==> src/common/eflash_bus_pkg.sv <==
package eflash_bus_pkg;

   // --------------------------------------------------
   // address map
   // --------------------------------------------------

   // word address is taken from byte address bits 17:2
   localparam int WORD_ADDR_LSB = 2;
   localparam int WORD_ADDR_MSB = 17;

   // word addresses below this are the main array
   localparam logic [15:0] INFO_BASE = 16'h8000;

   // control/status register, anything above is default region
   localparam logic [15:0] CTRL_REG_ADDR = 16'h8200;

   localparam logic [31:0] DEFAULT_RDATA = 32'h1234_5678;

   // --------------------------------------------------
   // channel types
   // --------------------------------------------------

   // id width carried by the bus structs
   localparam int BUS_ID_W = 4;

   typedef enum logic [1:0] {
      OKAY   = 2'd0,
      SLVERR = 2'd2
   } resp_e;

   // shared by write address and read address channels
   typedef struct packed {
      logic [BUS_ID_W-1:0] id;
      logic [31:0]         addr;
   } addr_req_t;

   typedef struct packed {
      logic [BUS_ID_W-1:0] id;
      logic [31:0]         data;
   } rd_rsp_t;

endpackage

==> src/common/eflash_macro_pkg.sv <==
package eflash_macro_pkg;

   // flash word address width
   localparam int FLASH_AW = 14;

   typedef enum logic [1:0] {
      OP_READ,
      OP_PROG,
      OP_PAGE_ERASE,
      OP_MACRO_ERASE
   } flash_op_e;

   // encoding is visible in the status word
   typedef enum logic [2:0] {
      ST_STANDBY     = 3'd0,
      ST_WRITE       = 3'd1,
      ST_READ        = 3'd2,
      ST_PAGE_ERASE  = 3'd3,
      ST_MACRO_ERASE = 3'd4
   } seq_state_e;

   typedef struct packed {
      flash_op_e           op;
      logic [FLASH_AW-1:0] addr;
      logic [31:0]         data;
      logic                info;
   } flash_cmd_t;

   // macro pin bundle
   typedef struct packed {
      logic [FLASH_AW-1:0] addr;
      logic [31:0]         din;
      logic                cs;
      logic                ae;
      logic                oe;
      logic                prog;
      logic                sera;
      logic                mase;
      logic                nvstr;
      logic                ifren;
      logic                resetb;
   } flash_pins_t;

endpackage

==> src/eflash_seq/eflash_seq.sv <==
module eflash_seq
   import eflash_macro_pkg::*;
(
   input  logic       clk,
   input  logic       rst_n,
   input  logic       i_cmd_start,
   input  flash_cmd_t i_cmd,
   input  logic       i_flash_tbit,
   output logic       o_idle,
   output seq_state_e o_state,
   output logic [2:0] o_phase,
   output logic       o_done,
   output logic       o_tbit_end
);

   seq_state_e state_q;
   seq_state_e state_d;
   logic [2:0] phase_q;
   logic       tbit_ff0;
   logic       tbit_ff1;
   logic       read_end;
   logic       nv_busy;

   // tbit comes from the macro, two flop synchronizer
   always_ff @(posedge clk or negedge rst_n) begin
      if (!rst_n) begin
         tbit_ff0 <= 1'b0;
         tbit_ff1 <= 1'b0;
      end else begin
         tbit_ff0 <= i_flash_tbit;
         tbit_ff1 <= tbit_ff0;
      end
   end

   assign o_tbit_end = tbit_ff1 && !tbit_ff0;

   assign nv_busy  = (state_q != ST_STANDBY) && (state_q != ST_READ);
   // read data is ready on the second phase
   assign read_end = (state_q == ST_READ) && (phase_q == 3'd1);
   assign o_done   = read_end || (nv_busy && o_tbit_end);

   always_comb begin
      state_d = state_q;
      case (state_q)
         ST_STANDBY: begin
            if (i_cmd_start) begin
               case (i_cmd.op)
                  OP_READ:        state_d = ST_READ;
                  OP_PROG:        state_d = ST_WRITE;
                  OP_PAGE_ERASE:  state_d = ST_PAGE_ERASE;
                  default:        state_d = ST_MACRO_ERASE;
               endcase
            end
         end
         ST_READ, ST_WRITE, ST_PAGE_ERASE, ST_MACRO_ERASE: begin
            if (o_done) begin
               state_d = ST_STANDBY;
            end
         end
         default: state_d = ST_STANDBY;
      endcase
   end

   always_ff @(posedge clk or negedge rst_n) begin
      if (!rst_n) begin
         state_q <= ST_STANDBY;
      end else begin
         state_q <= state_d;
      end
   end

   // cycles spent in the busy state, saturates at 7
   always_ff @(posedge clk or negedge rst_n) begin
      if (!rst_n) begin
         phase_q <= 3'd0;
      end else if (o_done) begin
         phase_q <= 3'd0;
      end else if ((state_q != ST_STANDBY) && (phase_q != 3'd7)) begin
         phase_q <= phase_q + 3'd1;
      end
   end

   assign o_idle  = (state_q == ST_STANDBY);
   assign o_state = state_q;
   assign o_phase = phase_q;

endmodule

==> src/eflash_seq/eflash_pin_gen.sv <==
module eflash_pin_gen
   import eflash_macro_pkg::*;
(
   input  logic        clk,
   input  logic        rst_n,
   input  logic        i_cmd_start,
   input  flash_cmd_t  i_cmd,
   input  seq_state_e  i_state,
   input  logic [2:0]  i_phase,
   input  logic        i_tbit_end,
   output flash_pins_t o_pins
);

   logic                busy;
   logic                nv_busy;
   logic                rd_start;
   logic                nv_phase1;
   logic                addr_clr;
   logic [FLASH_AW-1:0] addr_q;
   logic                ifren_q;
   logic [31:0]         din_q;
   logic                ae_q;
   logic                oe_q;
   logic                prog_q;
   logic                sera_q;
   logic                mase_q;
   logic                nvstr_q;
   logic                resetb_pre;
   logic                resetb_q;

   assign busy      = (i_state != ST_STANDBY);
   // program and both erases share one pin sequence
   assign nv_busy   = busy && (i_state != ST_READ);
   assign rd_start  = i_cmd_start && (i_cmd.op == OP_READ);
   assign nv_phase1 = nv_busy && (i_phase == 3'd1);
   // address leaves the bus after the first phase
   assign addr_clr  = ((i_state == ST_READ) && (i_phase == 3'd0)) || nv_phase1;

   // --------------------------------------------------
   // address, info select and data in
   // --------------------------------------------------
   always_ff @(posedge clk or negedge rst_n) begin
      if (!rst_n) begin
         addr_q  <= '0;
         ifren_q <= 1'b0;
      end else if (i_cmd_start) begin
         addr_q  <= i_cmd.addr;
         ifren_q <= i_cmd.info;
      end else if (addr_clr) begin
         addr_q  <= '0;
         ifren_q <= 1'b0;
      end
   end

   always_ff @(posedge clk or negedge rst_n) begin
      if (!rst_n) begin
         din_q <= '1;
      end else if (i_cmd_start && (i_cmd.op == OP_PROG)) begin
         din_q <= i_cmd.data;
      end else if (nv_phase1) begin
         din_q <= '1;
      end
   end

   // --------------------------------------------------
   // strobes
   // --------------------------------------------------
   always_ff @(posedge clk or negedge rst_n) begin
      if (!rst_n) begin
         ae_q <= 1'b0;
         oe_q <= 1'b0;
      end else begin
         ae_q <= rd_start || (nv_busy && (i_phase == 3'd0));
         oe_q <= rd_start;
      end
   end

   always_ff @(posedge clk or negedge rst_n) begin
      if (!rst_n) begin
         prog_q <= 1'b0;
         sera_q <= 1'b0;
         mase_q <= 1'b0;
      end else if (i_cmd_start) begin
         prog_q <= (i_cmd.op == OP_PROG);
         sera_q <= (i_cmd.op == OP_PAGE_ERASE);
         mase_q <= (i_cmd.op == OP_MACRO_ERASE);
      end else if (nv_phase1) begin
         prog_q <= 1'b0;
         sera_q <= 1'b0;
         mase_q <= 1'b0;
      end
   end

   // held until the macro drops tbit
   always_ff @(posedge clk or negedge rst_n) begin
      if (!rst_n) begin
         nvstr_q <= 1'b0;
      end else if (i_tbit_end) begin
         nvstr_q <= 1'b0;
      end else if (nv_phase1) begin
         nvstr_q <= 1'b1;
      end
   end

   // macro comes out of reset on the second clock
   always_ff @(posedge clk or negedge rst_n) begin
      if (!rst_n) begin
         resetb_pre <= 1'b0;
         resetb_q   <= 1'b0;
      end else begin
         resetb_pre <= 1'b1;
         resetb_q   <= resetb_pre;
      end
   end

   always_comb begin
      // read address goes out on the start cycle itself
      o_pins.addr   = rd_start ? i_cmd.addr : addr_q;
      o_pins.ifren  = rd_start ? i_cmd.info : ifren_q;
      o_pins.din    = din_q;
      o_pins.cs     = i_cmd_start || busy;
      o_pins.ae     = ae_q;
      o_pins.oe     = oe_q;
      o_pins.prog   = prog_q;
      o_pins.sera   = sera_q;
      o_pins.mase   = mase_q;
      o_pins.nvstr  = nvstr_q;
      o_pins.resetb = resetb_q;
   end

endmodule

==> src/hw/eflash_bus_slave.sv <==
module eflash_bus_slave
   import eflash_bus_pkg::*, eflash_macro_pkg::*;
#(
   parameter int ID_W = BUS_ID_W
) (
   input  logic            clk,
   input  logic            rst_n,
   input  addr_req_t       i_aw,
   input  logic            i_aw_valid,
   output logic            o_aw_ready,
   input  logic [31:0]     i_w_data,
   input  logic            i_w_valid,
   output logic            o_w_ready,
   output logic [ID_W-1:0] o_b_id,
   output resp_e           o_b_resp,
   output logic            o_b_valid,
   input  logic            i_b_ready,
   input  addr_req_t       i_ar,
   input  logic            i_ar_valid,
   output logic            o_ar_ready,
   output rd_rsp_t         o_r,
   output resp_e           o_r_resp,
   output logic            o_r_valid,
   input  logic            i_r_ready,
   // sequencer side
   input  logic            i_idle,
   input  seq_state_e      i_state,
   input  logic            i_done,
   input  logic [31:0]     i_flash_dout,
   output logic            o_cmd_start,
   output flash_cmd_t      o_cmd
);

   typedef enum logic [1:0] {
      RG_ARRAY,
      RG_INFO,
      RG_CTRL,
      RG_DEFAULT
   } region_e;

   function automatic region_e classify(input logic [31:0] addr);
      logic [15:0] word;
      word = addr[WORD_ADDR_MSB:WORD_ADDR_LSB];
      if (word < INFO_BASE) begin
         return RG_ARRAY;
      end else if (word < CTRL_REG_ADDR) begin
         return RG_INFO;
      end else if (word == CTRL_REG_ADDR) begin
         return RG_CTRL;
      end
      return RG_DEFAULT;
   endfunction

   logic            aw_free;
   logic            w_free;
   logic            ar_free;
   logic [31:0]     aw_addr_q;
   logic [ID_W-1:0] b_id_q;
   logic [31:0]     wr_addr;
   region_e         wr_region;
   region_e         rd_region;
   logic            rd_to_flash;
   logic            wr_needs_seq;
   logic            aw_hs;
   logic            w_hs;
   logic            b_hs;
   logic            ar_hs;
   logic            r_hs;
   logic            rd_start;
   logic            prog_start;
   logic            erase_start;
   logic            ctrl_wr;
   logic            flash_rd_done;
   logic [7:0]      page_q;
   logic            macro_q;
   logic            erase_en_q;
   logic [31:0]     status_word;
   rd_rsp_t         r_q;

   // --------------------------------------------------
   // handshakes and region decode
   // --------------------------------------------------
   // W may arrive together with its AW
   assign wr_addr   = aw_free ? i_aw.addr : aw_addr_q;
   assign wr_region = classify(wr_addr);
   assign rd_region = classify(i_ar.addr);

   assign rd_to_flash  = (rd_region == RG_ARRAY) || (rd_region == RG_INFO);
   assign wr_needs_seq = (wr_region == RG_ARRAY) || (wr_region == RG_INFO)
                         || ((wr_region == RG_CTRL) && i_w_data[9]);

   assign o_aw_ready = aw_free;
   assign o_ar_ready = ar_free && (!rd_to_flash || i_idle);
   // reads win the sequencer when both arrive together
   assign o_w_ready  = w_free && (!aw_free || i_aw_valid)
                       && (!wr_needs_seq || (i_idle && !rd_start));

   assign aw_hs = i_aw_valid && o_aw_ready;
   assign w_hs  = i_w_valid && o_w_ready;
   assign b_hs  = o_b_valid && i_b_ready;
   assign ar_hs = i_ar_valid && o_ar_ready;
   assign r_hs  = o_r_valid && i_r_ready;

   assign rd_start      = ar_hs && rd_to_flash;
   assign ctrl_wr       = w_hs && (wr_region == RG_CTRL);
   assign prog_start    = w_hs && ((wr_region == RG_ARRAY) || (wr_region == RG_INFO));
   assign erase_start   = ctrl_wr && i_w_data[9];
   assign flash_rd_done = i_done && (i_state == ST_READ);

   always_ff @(posedge clk or negedge rst_n) begin
      if (!rst_n) begin
         aw_free <= 1'b1;
         w_free  <= 1'b1;
      end else if (b_hs) begin
         aw_free <= 1'b1;
         w_free  <= 1'b1;
      end else begin
         if (aw_hs) begin
            aw_free <= 1'b0;
         end
         if (w_hs) begin
            w_free <= 1'b0;
         end
      end
   end

   always_ff @(posedge clk or negedge rst_n) begin
      if (!rst_n) begin
         ar_free <= 1'b1;
      end else if (ar_hs) begin
         ar_free <= 1'b0;
      end else if (r_hs) begin
         ar_free <= 1'b1;
      end
   end

   always_ff @(posedge clk) begin
      if (aw_hs) begin
         aw_addr_q <= i_aw.addr;
         b_id_q    <= i_aw.id[ID_W-1:0];
      end
   end

   // --------------------------------------------------
   // command to sequencer and pin generator
   // --------------------------------------------------
   assign o_cmd_start = rd_start || prog_start || erase_start;

   always_comb begin
      o_cmd.op   = OP_PROG;
      o_cmd.addr = wr_addr[WORD_ADDR_LSB +: FLASH_AW];
      o_cmd.data = i_w_data;
      o_cmd.info = (wr_region == RG_INFO);
      if (rd_start) begin
         o_cmd.op   = OP_READ;
         o_cmd.addr = i_ar.addr[WORD_ADDR_LSB +: FLASH_AW];
         o_cmd.data = '1;
         o_cmd.info = (rd_region == RG_INFO);
      end else if (erase_start) begin
         o_cmd.op   = i_w_data[8] ? OP_MACRO_ERASE : OP_PAGE_ERASE;
         // page base, 256 words per page
         o_cmd.addr = {i_w_data[5:0], 8'h00};
         o_cmd.data = '1;
         o_cmd.info = i_w_data[6];
      end
   end

   // control register, erase enable drops when the sequence ends
   always_ff @(posedge clk or negedge rst_n) begin
      if (!rst_n) begin
         page_q     <= 8'h00;
         macro_q    <= 1'b0;
         erase_en_q <= 1'b0;
      end else if (ctrl_wr) begin
         page_q     <= i_w_data[7:0];
         macro_q    <= i_w_data[8];
         erase_en_q <= i_w_data[9];
      end else if (i_done) begin
         erase_en_q <= 1'b0;
      end
   end

   assign status_word = {i_state, 17'h0, i_idle, erase_en_q, macro_q, 1'b0, page_q};

   // --------------------------------------------------
   // responses
   // --------------------------------------------------
   always_ff @(posedge clk or negedge rst_n) begin
      if (!rst_n) begin
         o_b_valid <= 1'b0;
         o_b_resp  <= OKAY;
      end else if (w_hs && (wr_region == RG_DEFAULT)) begin
         o_b_valid <= 1'b1;
         o_b_resp  <= SLVERR;
      end else if (ctrl_wr || (i_done && (i_state == ST_WRITE))) begin
         o_b_valid <= 1'b1;
         o_b_resp  <= OKAY;
      end else if (b_hs) begin
         o_b_valid <= 1'b0;
      end
   end

   assign o_b_id = b_id_q;

   always_ff @(posedge clk or negedge rst_n) begin
      if (!rst_n) begin
         o_r_valid <= 1'b0;
      end else if ((ar_hs && !rd_to_flash) || flash_rd_done) begin
         o_r_valid <= 1'b1;
      end else if (r_hs) begin
         o_r_valid <= 1'b0;
      end
   end

   always_ff @(posedge clk) begin
      if (ar_hs) begin
         r_q.id <= i_ar.id;
      end
      if (flash_rd_done) begin
         r_q.data <= i_flash_dout;
      end else if (ar_hs && (rd_region == RG_CTRL)) begin
         r_q.data <= status_word;
      end else if (ar_hs && (rd_region == RG_DEFAULT)) begin
         r_q.data <= DEFAULT_RDATA;
      end
   end

   assign o_r      = r_q;
   assign o_r_resp = OKAY;

endmodule

==> src/hw/eflash_ctrl_top.sv <==
module eflash_ctrl_top
   import eflash_bus_pkg::*, eflash_macro_pkg::*;
(
   input  logic                clk,
   input  logic                rst_n,
   // write address
   input  addr_req_t           i_aw,
   input  logic                i_aw_valid,
   output logic                o_aw_ready,
   // write data
   input  logic [31:0]         i_w_data,
   input  logic                i_w_valid,
   output logic                o_w_ready,
   // write response
   output logic [BUS_ID_W-1:0] o_b_id,
   output resp_e               o_b_resp,
   output logic                o_b_valid,
   input  logic                i_b_ready,
   // read address
   input  addr_req_t           i_ar,
   input  logic                i_ar_valid,
   output logic                o_ar_ready,
   // read data
   output rd_rsp_t             o_r,
   output resp_e               o_r_resp,
   output logic                o_r_valid,
   input  logic                i_r_ready,
   // flash macro
   output flash_pins_t         o_pins,
   input  logic [31:0]         i_flash_dout,
   input  logic                i_flash_tbit
);

   localparam int ID_W = BUS_ID_W;

   logic       cmd_start;
   flash_cmd_t cmd;
   logic       seq_idle;
   seq_state_e seq_state;
   logic [2:0] seq_phase;
   logic       seq_done;
   logic       tbit_end;

   eflash_bus_slave #(
      .ID_W (ID_W)
   ) bus_slave_i (
      .clk          (clk),
      .rst_n        (rst_n),
      .i_aw         (i_aw),
      .i_aw_valid   (i_aw_valid),
      .o_aw_ready   (o_aw_ready),
      .i_w_data     (i_w_data),
      .i_w_valid    (i_w_valid),
      .o_w_ready    (o_w_ready),
      .o_b_id       (o_b_id),
      .o_b_resp     (o_b_resp),
      .o_b_valid    (o_b_valid),
      .i_b_ready    (i_b_ready),
      .i_ar         (i_ar),
      .i_ar_valid   (i_ar_valid),
      .o_ar_ready   (o_ar_ready),
      .o_r          (o_r),
      .o_r_resp     (o_r_resp),
      .o_r_valid    (o_r_valid),
      .i_r_ready    (i_r_ready),
      .i_idle       (seq_idle),
      .i_state      (seq_state),
      .i_done       (seq_done),
      .i_flash_dout (i_flash_dout),
      .o_cmd_start  (cmd_start),
      .o_cmd        (cmd)
   );

   eflash_seq seq_i (
      .clk          (clk),
      .rst_n        (rst_n),
      .i_cmd_start  (cmd_start),
      .i_cmd        (cmd),
      .i_flash_tbit (i_flash_tbit),
      .o_idle       (seq_idle),
      .o_state      (seq_state),
      .o_phase      (seq_phase),
      .o_done       (seq_done),
      .o_tbit_end   (tbit_end)
   );

   eflash_pin_gen pin_gen_i (
      .clk         (clk),
      .rst_n       (rst_n),
      .i_cmd_start (cmd_start),
      .i_cmd       (cmd),
      .i_state     (seq_state),
      .i_phase     (seq_phase),
      .i_tbit_end  (tbit_end),
      .o_pins      (o_pins)
   );

endmodule

==> config.mk <==
export PLATFORM = sky130hd
export DESIGN_NAME = eflash_ctrl_top
export DESIGN_NICKNAME = d
export VERILOG_FILES = /design/src/common/eflash_bus_pkg.sv /design/src/common/eflash_macro_pkg.sv /design/src/eflash_seq/eflash_seq.sv /design/src/eflash_seq/eflash_pin_gen.sv /design/src/hw/eflash_bus_slave.sv /design/src/hw/eflash_ctrl_top.sv
export SDC_FILE = /design/constraint.sdc
export NUM_CORES = 1
export LEC_CHECK = 0
export BUFFER_PORTS_ARGS = -buffer_cell sky130_fd_sc_hd__buf_4
export CAP_MARGIN = 20
export CORE_UTILIZATION = 45
export DETAILED_ROUTE_END_ITERATION = 10
export PLACE_DENSITY_LB_ADDON = 0.1
export REMOVE_ABC_BUFFERS = 1
export SYNTH_ARGS = -nofsm -noshare
export SYNTH_HDL_FRONTEND = slang
export SYNTH_SLANG_ARGS = --single-unit
==> constraint.sdc <==
create_clock -name clk -period 7.15 [get_ports clk]
set_input_delay 0.3575 -clock clk [delete_from_list [all_inputs] [get_ports clk]]
set_output_delay 0.3575 -clock clk [all_outputs]
set_load 0.01 [all_outputs]
==> results.toml, run 1 <==
[grt]
grt_max_degree = 80
grt-ovfl-total = 0
grt_pass1_wl_mm = 24.2
antenna_found_initial = 0
grt_use_total_pct = 22.2
grt_pass1_vias = 4801

[sta]
fmax_mhz = 304
rsz0062_at_grt = "false"
max-slew-margin-rel_pct = 29.8
period_share_pct = 45.9
slew_viol_final = 0
setup_violations = 0
hold_viol = 0
finalClockSkew_ns = 0.00868
finalSetupTns_ns = 0
tightest_slew_ns = 1.05
period_minus_slack_ns = 3.28

[synth]
yosys-top-cells-area = "edfxtp_1, dfrtp_1, dfstp_2, nand2_1, o21ai_0"
syn_area_mm2 = 0.00612
async_flop_share_pct = 58.5
synth-seq-cells = 135
yosys.area.top_type = "edfxtp_1"
ys_seq_area_share_pct = 60.5
synth_top_cells_by_count = "nand2_1, nor2_1, edfxtp_1"
synth_cells = 579
avgSynthCellArea_um2 = 10.6
synth_top_area_share_pct = 27.5
synth_most_common_cell = "nand2_1"
synth_cell_type_count = 53
synth_edf_count = 56
ys.flop_type = "edfxtp_1"
ys_warn_count = 0

[power_and_ir_drop]
finalPower_mw = 2.96
p_leak_nw = 3.70
peakVddDrop_uv = 175
power.density_mw_per_mm2 = 353

[die]
die_h_um = 119
start_util_pct = 46.2
num_io_pins = 248
die_area_mm2 = 0.0141
rows = 42
dieWidth_um = 119
core-area_mm2 = 0.0132

[clocking]
cts_sinks = 135
cts_tree = "built"
cts-root-buf = "clkbuf_16"
clock_latency_ns = 0.41
cts_resized = 0
htreeDepth = 4
cts_buffer_depth = 2
clk_pin_slew_ns = 0.06
cts_made_buffers = 17

[setup_path]
crit_type = "reg2reg"
path_cells = "nor4b_1, o22ai_1, o21ai_0, nand3_1, and3_4, mux2_1"
cp.required_ns = 7.44
crit_slowest_cell = "dfstp_2"
end_kind = "flop"
crit_arrival_ns = 3.57
cp-start-kind = "flop"
path_max_fanout = 27
max_stage_delay_ns = 0.91

[drt]
route.detailed.wl_per_inst_um = 15.7
routed_via_density = 5.11
via_count = 4938
firstDrtPassIters = 4
ant_nets = 0
drtIter0Drc = 291
drc = 0
drt_wl_total_mm = 15.2

[layout]
areaGrowthSynthToFinish_pct = 36.8
antenna_cells = 0
final_area_mm2 = 0.00837
drive_gt1_share_pct = 40.3
final_core_util_pct = 63.2
layout.nets = 927

[status]
status = "complete, no violations"

[placement]
place.gp.congestion = 0.849
postPlaceCellArea_mm2 = 0.00776
dp_hpwl_mm = 10.7
port_buffers = 212

[flow_run]
cap_violations = 0

[worst_hold_path]
hp-class = "in2reg"
==> report_power, final <==
part / switching, mW / internal [mW]
Clock: 0.319 / 0.507
Sequential: 0.125 / 1.08
Combinational: 0.492 / 0.441
Total: 0.935 / 2.02
==> cell families after synthesis <==
kind of cell | after synthesis | synth area share (%)
AND/OR/NAND/NOR | 244 | 17.9
buffers and inverters | 59 | 4.74
XOR/XNOR | 1 | 0.143
multiplexers | 21 | 3.66
other | 2 | 0.123
AO/OA/AOI/OAI | 111 | 11.7
flip-flops | 135 | 60.5
adder cells (fa/ha/maj) | 6 | 1.23
==> critical path, delay by kind of cell (launching register included) <==
family          cells  cell delay (ns)
simple gates        3             1.33
flops               1             0.91
compound gates      2             0.57
mux                 1             0.34
==> registers in the layout, indices dropped and copies added (netlist names), 3 cells and up <==
name and cells:
bus_slave_i.aw_addr_q 16, bus_slave_i.page_q 8, pin_gen_i.addr_q 14, pin_gen_i.din_q 32, bus_slave_i.o_r 36, seq_i.o_phase 3
seq_i.o_state 3, bus_slave_i.o_b_id 4
==> final cells by class <==
cell class | count | area [um^2]
tap | 176 | 220
clock buffer | 17 | 425
sequential | 135 | 3700
timing repair buffer | 217 | 1650
inverter | 19 | 71.3
multi-input combinational | 387 | 2160
clock inverter | 15 | 138
fill | 1141 | 4870
==> cells in the final DEF (no fill, tap or decap), types with 9 or more instances in the layout <==
cell type / instances
nand2_1: 110
edfxtp_1: 56
buf_4: 215
dfrtp_1: 44
clkbuf_16: 17
dfstp_2: 35
and2_1: 15
o21ai_0: 54
inv_1: 19
a31o_2: 9
mux2i_1: 10
nor2_1: 68
nand3_1: 9
mux2_2: 10
==> metrics by stage <==
| stage | setup WS [ns] | cells | hold WS [ns] |
|---|---|---|---|
| 5_1_grt | 3.67 | 966 | 0.0430 |
| 2_1_floorplan | 3.69 | 541 | 0.0619 |
| 3_5_place_dp | 3.88 | 931 | 0.340 |
| 3_3_place_gp | 3.93 | 931 | 0.335 |
| 4_1_cts | 3.88 | 963 | 0.0445 |
| 6_report | 3.87 | 966 | 0.0599 |
==> final timing paths <==
| path | from | slack [ns] | to | cells after the start |
|---|---|---|---|---|
| max reg2reg | bus_slave_i.o_aw_ready | 3.87 | pin_gen_i.sera_q | 6 |
| min reg2reg | pin_gen_i.resetb_pre | 0.36 | pin_gen_i.resetb_q | 0 |
| min | i_flash_tbit | 0.06 | seq_i.tbit_ff0 | 1 |
| max in group asynchronous | rst_n | 6.18 | pin_gen_i.din_q[25] | 3 |
| max | bus_slave_i.o_aw_ready | 3.87 | pin_gen_i.sera_q | 6 |
| min in group asynchronous | rst_n | 0.34 | seq_i.tbit_ff0 | 2 |
==> per-layer routing <==
metal | up-vias | part of all wire, % | global-route usage, %
met1 | 2347 | 43 | 28.5
li1 | 2386 | - | -
met5 | - | 0 | 0
met2 | 186 | 49 | 35.9
met3 | 19 | 6.4 | 5.55
met4 | 0 | 1.2 | 8.70
==> what timing repair did <==
action	in CTS	in global routing
setup buffers	0	0
hold endpoints to repair	0	3
hold buffers	0	1
(Power assumes the default switching activity.)
==> run 2, diff against run 1 <==
--- a/config.mk
+++ b/config.mk
@@ -5,9 +5,10 @@
 export SDC_FILE = /design/constraint.sdc
 export NUM_CORES = 1
 export LEC_CHECK = 0
+export ABC_AREA = 1
 export BUFFER_PORTS_ARGS = -buffer_cell sky130_fd_sc_hd__buf_4
 export CAP_MARGIN = 20
-export CORE_UTILIZATION = 45
+export CORE_UTILIZATION = 44
 export DETAILED_ROUTE_END_ITERATION = 10
 export PLACE_DENSITY_LB_ADDON = 0.1
 export REMOVE_ABC_BUFFERS = 1
==> constraint.sdc (replaced) <==
create_clock -name clk -period 3 [get_ports clk]
set_input_delay 0.15 -clock clk [delete_from_list [all_inputs] [get_ports clk]]
set_output_delay 0.15 -clock clk [all_outputs]
set_load 0.01 [all_outputs]
==> results.toml, run 2 <==
[grt]
grt-ovfl-total = 0
grt_pass1_wl_mm = 26.7
grt_max_degree = 80
antenna_found_initial = 0
grt_use_total_pct = 23.9
grt_pass1_vias = 5464

[placement]
place.gp.congestion = 0.842
dp_hpwl_mm = 11.7
postPlaceCellArea_mm2 = 0.00793
placed_cells = 1052
port_buffers = 212

[synth]
yosys-top-cells-area = "edfxtp_1, dfrtp_1, dfstp_2, nand2_1, inv_1"
ys_seq_area_share_pct = 59.6
synth_most_common_cell = "nand2_1"
synth_edf_count = 56
yosys.area.top_type = "edfxtp_1"
synth-seq-cells = 135
async_flop_share_pct = 58.5
synth_cell_type_count = 34
synth_cells = 679
avgSynthCellArea_um2 = 9.15
synth_top_area_share_pct = 27.1
synth_top_cells_by_count = "nand2_1, inv_1, edfxtp_1"
ys.flop_type = "edfxtp_1"
syn_area_mm2 = 0.00621
ys_warn_count = 0

[sta]
hold_viol = 0
finalClockSkew_ns = 0.00685
period_minus_slack_ns = 2.74
max-slew-margin-rel_pct = 34.6
fmax_mhz = 365
slew_viol_final = 0
rsz0062_at_grt = "false"
tightest_slew_ns = 0.977
finalSetupTns_ns = 0
period_share_pct = 91.2
setup_violations = 0

[power_and_ir_drop]
finalPower_mw = 7.90
peakVddDrop_uv = 502
p_leak_nw = 4.44
power.density_mw_per_mm2 = 855

[die]
dieWidth_um = 121
start_util_pct = 44.9
core-area_mm2 = 0.0138
die_h_um = 121
num_io_pins = 248
rows = 43
die_area_mm2 = 0.0146

[setup_path]
path_cells = "buf_4, nand2_1, nand2_1, nand3_1, o21a_1, nand2_2, nand2_1, and3_1, nand2_2, nand3_1, buf_4"
crit_arrival_ns = 2.59
end_kind = "primary output"
cp.required_ns = 2.85
cp-start-kind = "flop"
crit_type = "reg2out"
crit_slowest_cell = "dfstp_2"
max_stage_delay_ns = 0.55
path_max_fanout = 17
crit_path_frequent_cell = "nand2_1"
reg2reg_slack_ns = 0.38

[drt]
ant_nets = 0
wl_met3_mm = 1.20
firstDrtPassIters = 5
drc = 0
routed_via_density = 4.82
routed.top_layer = "met4"
route.detailed.wl_per_inst_um = 14.6
drt_wl_total_mm = 16.9
via_count = 5571
drt-met1-wl_mm = 6.94
met2WireLength_mm = 8.27
drtIter0Drc = 345

[layout]
fill_cells = 1152
final_core_util_pct = 66.8
layout.nets = 1113
largest_reg_flops = 36
areaGrowthSynthToFinish_pct = 48.8
stdcell_count = 1156
drive_gt1_share_pct = 31.6
multi_input_area_mm2 = 0.00194
final_area_mm2 = 0.00924
antenna_cells = 0
layout_commonest_cell = "buf_4"
mostFrequentLayoutCells = "buf_4, nand2_1, inv_1"
regArea_mm2 = 0.00370

[clocking]
cts_buffer_depth = 2
clk_pin_slew_ns = 0.05
cts-root-buf = "clkbuf_16"
cts_tree = "built"
clock_latency_ns = 0.41
cts_made_buffers = 17
htreeDepth = 4
cts_sinks = 135

[worst_hold_path]
hp-class = "in2reg"

[status]
status = "complete, no violations"

[flow_run]
cap_violations = 0
==> run 2: cell types whose count changed after synthesis, sizes merged, moves of 10 or more <==
cell | previous run | this run
nor2 | 68 | 55
inv | 19 | 98
and2 | 15 | 0
clkbuf | 23 | 8
o21ai | 56 | 30
nand2 | 110 | 216
nand3 | 9 | 19
mux2i | 10 | 0
mux2 | 11 | 0
a21oi | 7 | 21
o22ai | 9 | 32
a31o | 10 | 0
nand4 | 0 | 10
==> run 2: worst max-delay path: cells and delay by family, from the launching register on <==
family,cells,cell delay (ns)
buffers and inverters,2,0.39
AND/OR/NAND/NOR,8,0.95
flip-flops,1,0.55
AO/OA/AOI/OAI,1,0.28
==> run 2: layout make-up <==
type                       instances  area share (%)
multi-input combinational        415            21.0
clock buffer                      22            4.81
tap                              180            2.44
sequential                       135            40.1
clock inverter                    10            1.39
inverter                          99            4.05
timing repair buffer             295            26.2
==> run 2: repair_timing <==
action,CTS,global route
setup endpoints to repair,0,4
endpoints found under the hold margin,121,0
hold buffers,71,0
buffers inserted,0,0
gates resized for setup,0,1
==> run 2: path summary, 6_finish.rpt <==
path	startpoint	endpoint	cells past startpoint
worst max-delay path	bus_slave_i.o_aw_ready	o_pins[8]	11
worst min-delay path	i_flash_dout[28]	bus_slave_i.o_r[28]	3
worst max register to register	bus_slave_i.o_aw_ready	pin_gen_i.din_q[22]	13
worst min register to register	pin_gen_i.resetb_pre	pin_gen_i.resetb_q	0
max in group asynchronous	rst_n	pin_gen_i.din_q[1]	3
min in group asynchronous	rst_n	seq_i.tbit_ff0	2
==> run 2: where the power goes <==
part	leakage [nW]	internal [mW]	switching, mW
combinational	2.73	1.27	1.69
clock	0.275	1.30	0.732
sequential	1.44	2.65	0.259
==> run 2: per-layer routing <==
layer | global-route usage (%) | up-vias
li1 | - | 2738
met1 | 29.5 | 2587
met2 | 39.3 | 217
met3 | 6.56 | 29
met4 | 10.6 | 0
met5 | 0 | -
==> run 2: stage by stage <==
stage	setup slack, ns	hold WS, ns
3_3_place_gp	0.463	0.261
4_1_cts	0.157	0.00128
5_1_grt	0.109	0.0140
3_5_place_dp	0.441	0.264
6_report	0.263	0.0199
2_1_floorplan	-0.666	-0.146
==> run 2: cell families (layout without fill, tap and decap cells) <==
logic type	after synthesis	after routing	share of synthesized area, %
AND/OR/NAND/NOR	319	319	21.9
flip-flops	135	135	59.6
buffers and inverters	131	426	9.49
AO/OA/AOI/OAI	86	86	7.70
adder cells (fa/ha/maj)	6	6	1.21
other	2	4	0.121
==> run 3, diff against run 2 <==
--- a/config.mk
+++ b/config.mk
@@ -10,7 +10,7 @@
 export CAP_MARGIN = 20
 export CORE_UTILIZATION = 44
 export DETAILED_ROUTE_END_ITERATION = 10
-export PLACE_DENSITY_LB_ADDON = 0.1
+export PLACE_DENSITY_LB_ADDON = 0.2
 export REMOVE_ABC_BUFFERS = 1
 export SYNTH_ARGS = -nofsm -noshare
 export SYNTH_HDL_FRONTEND = slang
==> results.toml, run 3 (same netlist as run 2, synthesis figures left out) <==
[placement]
place.gp.congestion = 0.867
postPlaceCellArea_mm2 = 0.00792
place_ws_ns = 0.417
placed_cells = 1052
dp_hpwl_mm = 11.7
port_buffers = 212

[grt]
grt.busiest_layer = "met2"
grt_use_total_pct = 23.8
grt_pass1_vias = 5468
grt_max_degree = 80
grt-ovfl-total = 0
antenna_found_initial = 0
grt_use_met2_pct = 40.1
grt_pass1_wl_mm = 26.7
use_met3_pct = 6.04
use_met1_pct = 29.1

[worst_hold_path]
min_from = "i_flash_dout[20]"
hp-class = "in2reg"
hold_path_depth = 3
worstHoldEndpoint = "bus_slave_i.o_r[20]"

[clocking]
clk_pin_slew_ns = 0.05
cts_tree = "built"
clock_latency_ns = 0.42
cts-root-buf = "clkbuf_16"
cts_buffer_depth = 2
cts_setup_buffers = 0
cts_sinks = 135
cts_made_buffers = 17
htreeDepth = 4

[die]
start_util_pct = 44.9
die_area_mm2 = 0.0146
die_h_um = 121
num_io_pins = 248
core-area_mm2 = 0.0138
rows = 43
dieWidth_um = 121

[sta]
period_share_pct = 91.8
max-slew-margin-rel_pct = 35.0
finalHoldWorstSlack_ns = 0.0135
slew_viol_final = 0
fin_ws_ns = 0.247
hold_viol = 0
rsz0062_at_grt = "false"
tightest_slew_ns = 0.972
period_minus_slack_ns = 2.75
setup_violations = 0
finalClockSkew_ns = 0.00770
fmax_mhz = 363

[setup_path]
reg2reg_from = "bus_slave_i.o_aw_ready"
cp-start-kind = "flop"
cp.required_ns = 2.85
path_max_fanout = 17
reg2reg_slack_ns = 0.38
r2r-end = "pin_gen_i.din_q[28]"
crit_type = "reg2out"
reg2reg_depth = 14
end_kind = "primary output"
path_buf_inv = 2
crit_slowest_cell = "dfstp_2"
path_cells = "buf_4, nand2_1, nand2_1, nand3_1, o21a_1, nand2_2, nand2_1, and3_1, nand2_2, nand3_1, buf_4"
crit_arrival_ns = 2.60
cpLargestDelayFamily = "simple AND/OR/NAND/NOR gates"
crit_path_frequent_cell = "nand2_1"
max_stage_delay_ns = 0.55

[power_and_ir_drop]
p_leak_nw = 4.42
peakVddDrop_uv = 487
power.density_mw_per_mm2 = 843

[drt]
route.detailed.wl_per_inst_um = 14.5
drt_wl_total_mm = 16.8
drtIter0Drc = 380
firstDrtPassIters = 4
ant_nets = 0
via_count = 5544
drc = 0
routed_via_density = 4.81

[layout]
layout.nets = 1110
antenna_cells = 0
areaGrowthSynthToFinish_pct = 47.6
final_core_util_pct = 66.3
mostFrequentLayoutCells = "buf_4, nand2_1, inv_1"
drive_gt1_share_pct = 31.3
layout_commonest_cell = "buf_4"
largest_reg_flops = 36
stdcell_count = 1153
final_area_mm2 = 0.00916

[status]
status = "complete, no violations"

[flow_run]
cap_violations = 0
run 3: cell types whose count changed in the layout (fill, tap and decap cells not counted), sizes merged:
| cell | change |
|---|---|
| bufinv | -3 |
| clkbuf | +7 |
| clkinv | -2 |
| clkinvlp | -2 |
| dlygate4sd3 | -3 |
run 3: per-stage QoR:
step / TNS (ns) / power [mW]
finish: 0 / 7.72
global route: 0 / 8.19
CTS: 0 / 7.74
detailed placement: 0 / 5.77
global placement: 0 / 5.68
floorplan: -23.25 / 4.44
run 3: power breakdown:
group	internal [mW]	leakage (nW)	total, mW	switching (mW)
clock	1.15	0.259	1.88	0.727
combinational	1.25	2.72	2.93	1.69
sequential	2.65	1.44	2.91	0.264
run 3: what timing repair did:
action | 4_1_cts | 5_1_grt
hold buffers | 68 | 0
resized for setup | 0 | 2
hold endpoints to repair | 118 | 0
endpoints found under the setup margin | 0 | 9
run 3: layout make-up:
class / instances / area (um^2)
Sequential cell: 135 / 3700
Inverter: 99 / 374
Multi-Input combinational cell: 415 / 1950
Clock buffer: 29 / 512
Fill cell: 1091 / 4660
Clock inverter: 3 / 18.8
Tap cell: 180 / 225
Timing Repair Buffer: 292 / 2380
run 3: worst min-delay path, cell delays in order:
cell and delay [ns]:
buf_4 0.08, nand2_1 0.04, nand2_1 0.06
run 3: how the worst max path moves through the flow:
stage                                 startpoint                   to  slack (ns)  cells after the start
after floorplan                 seq_i.o_state[2]   bus_slave_i.o_r[0]       -0.67                      5
after CTS                       seq_i.o_state[1]           o_pins[41]        0.18                      9
after global placement    bus_slave_i.o_aw_ready  pin_gen_i.din_q[24]        0.47                     14
after global routing      bus_slave_i.o_aw_ready            o_pins[8]        0.05                     11
after detailed placement  bus_slave_i.o_aw_ready  pin_gen_i.din_q[31]        0.42                     14
final                     bus_slave_i.o_aw_ready            o_pins[8]        0.25                     11
run 3: metal layers:
metal,vias up,part of all wire [%]
met5,-,0
met4,0,1.9
met3,23,6.8
met2,226,49
met1,2566,42
li1,2729,-
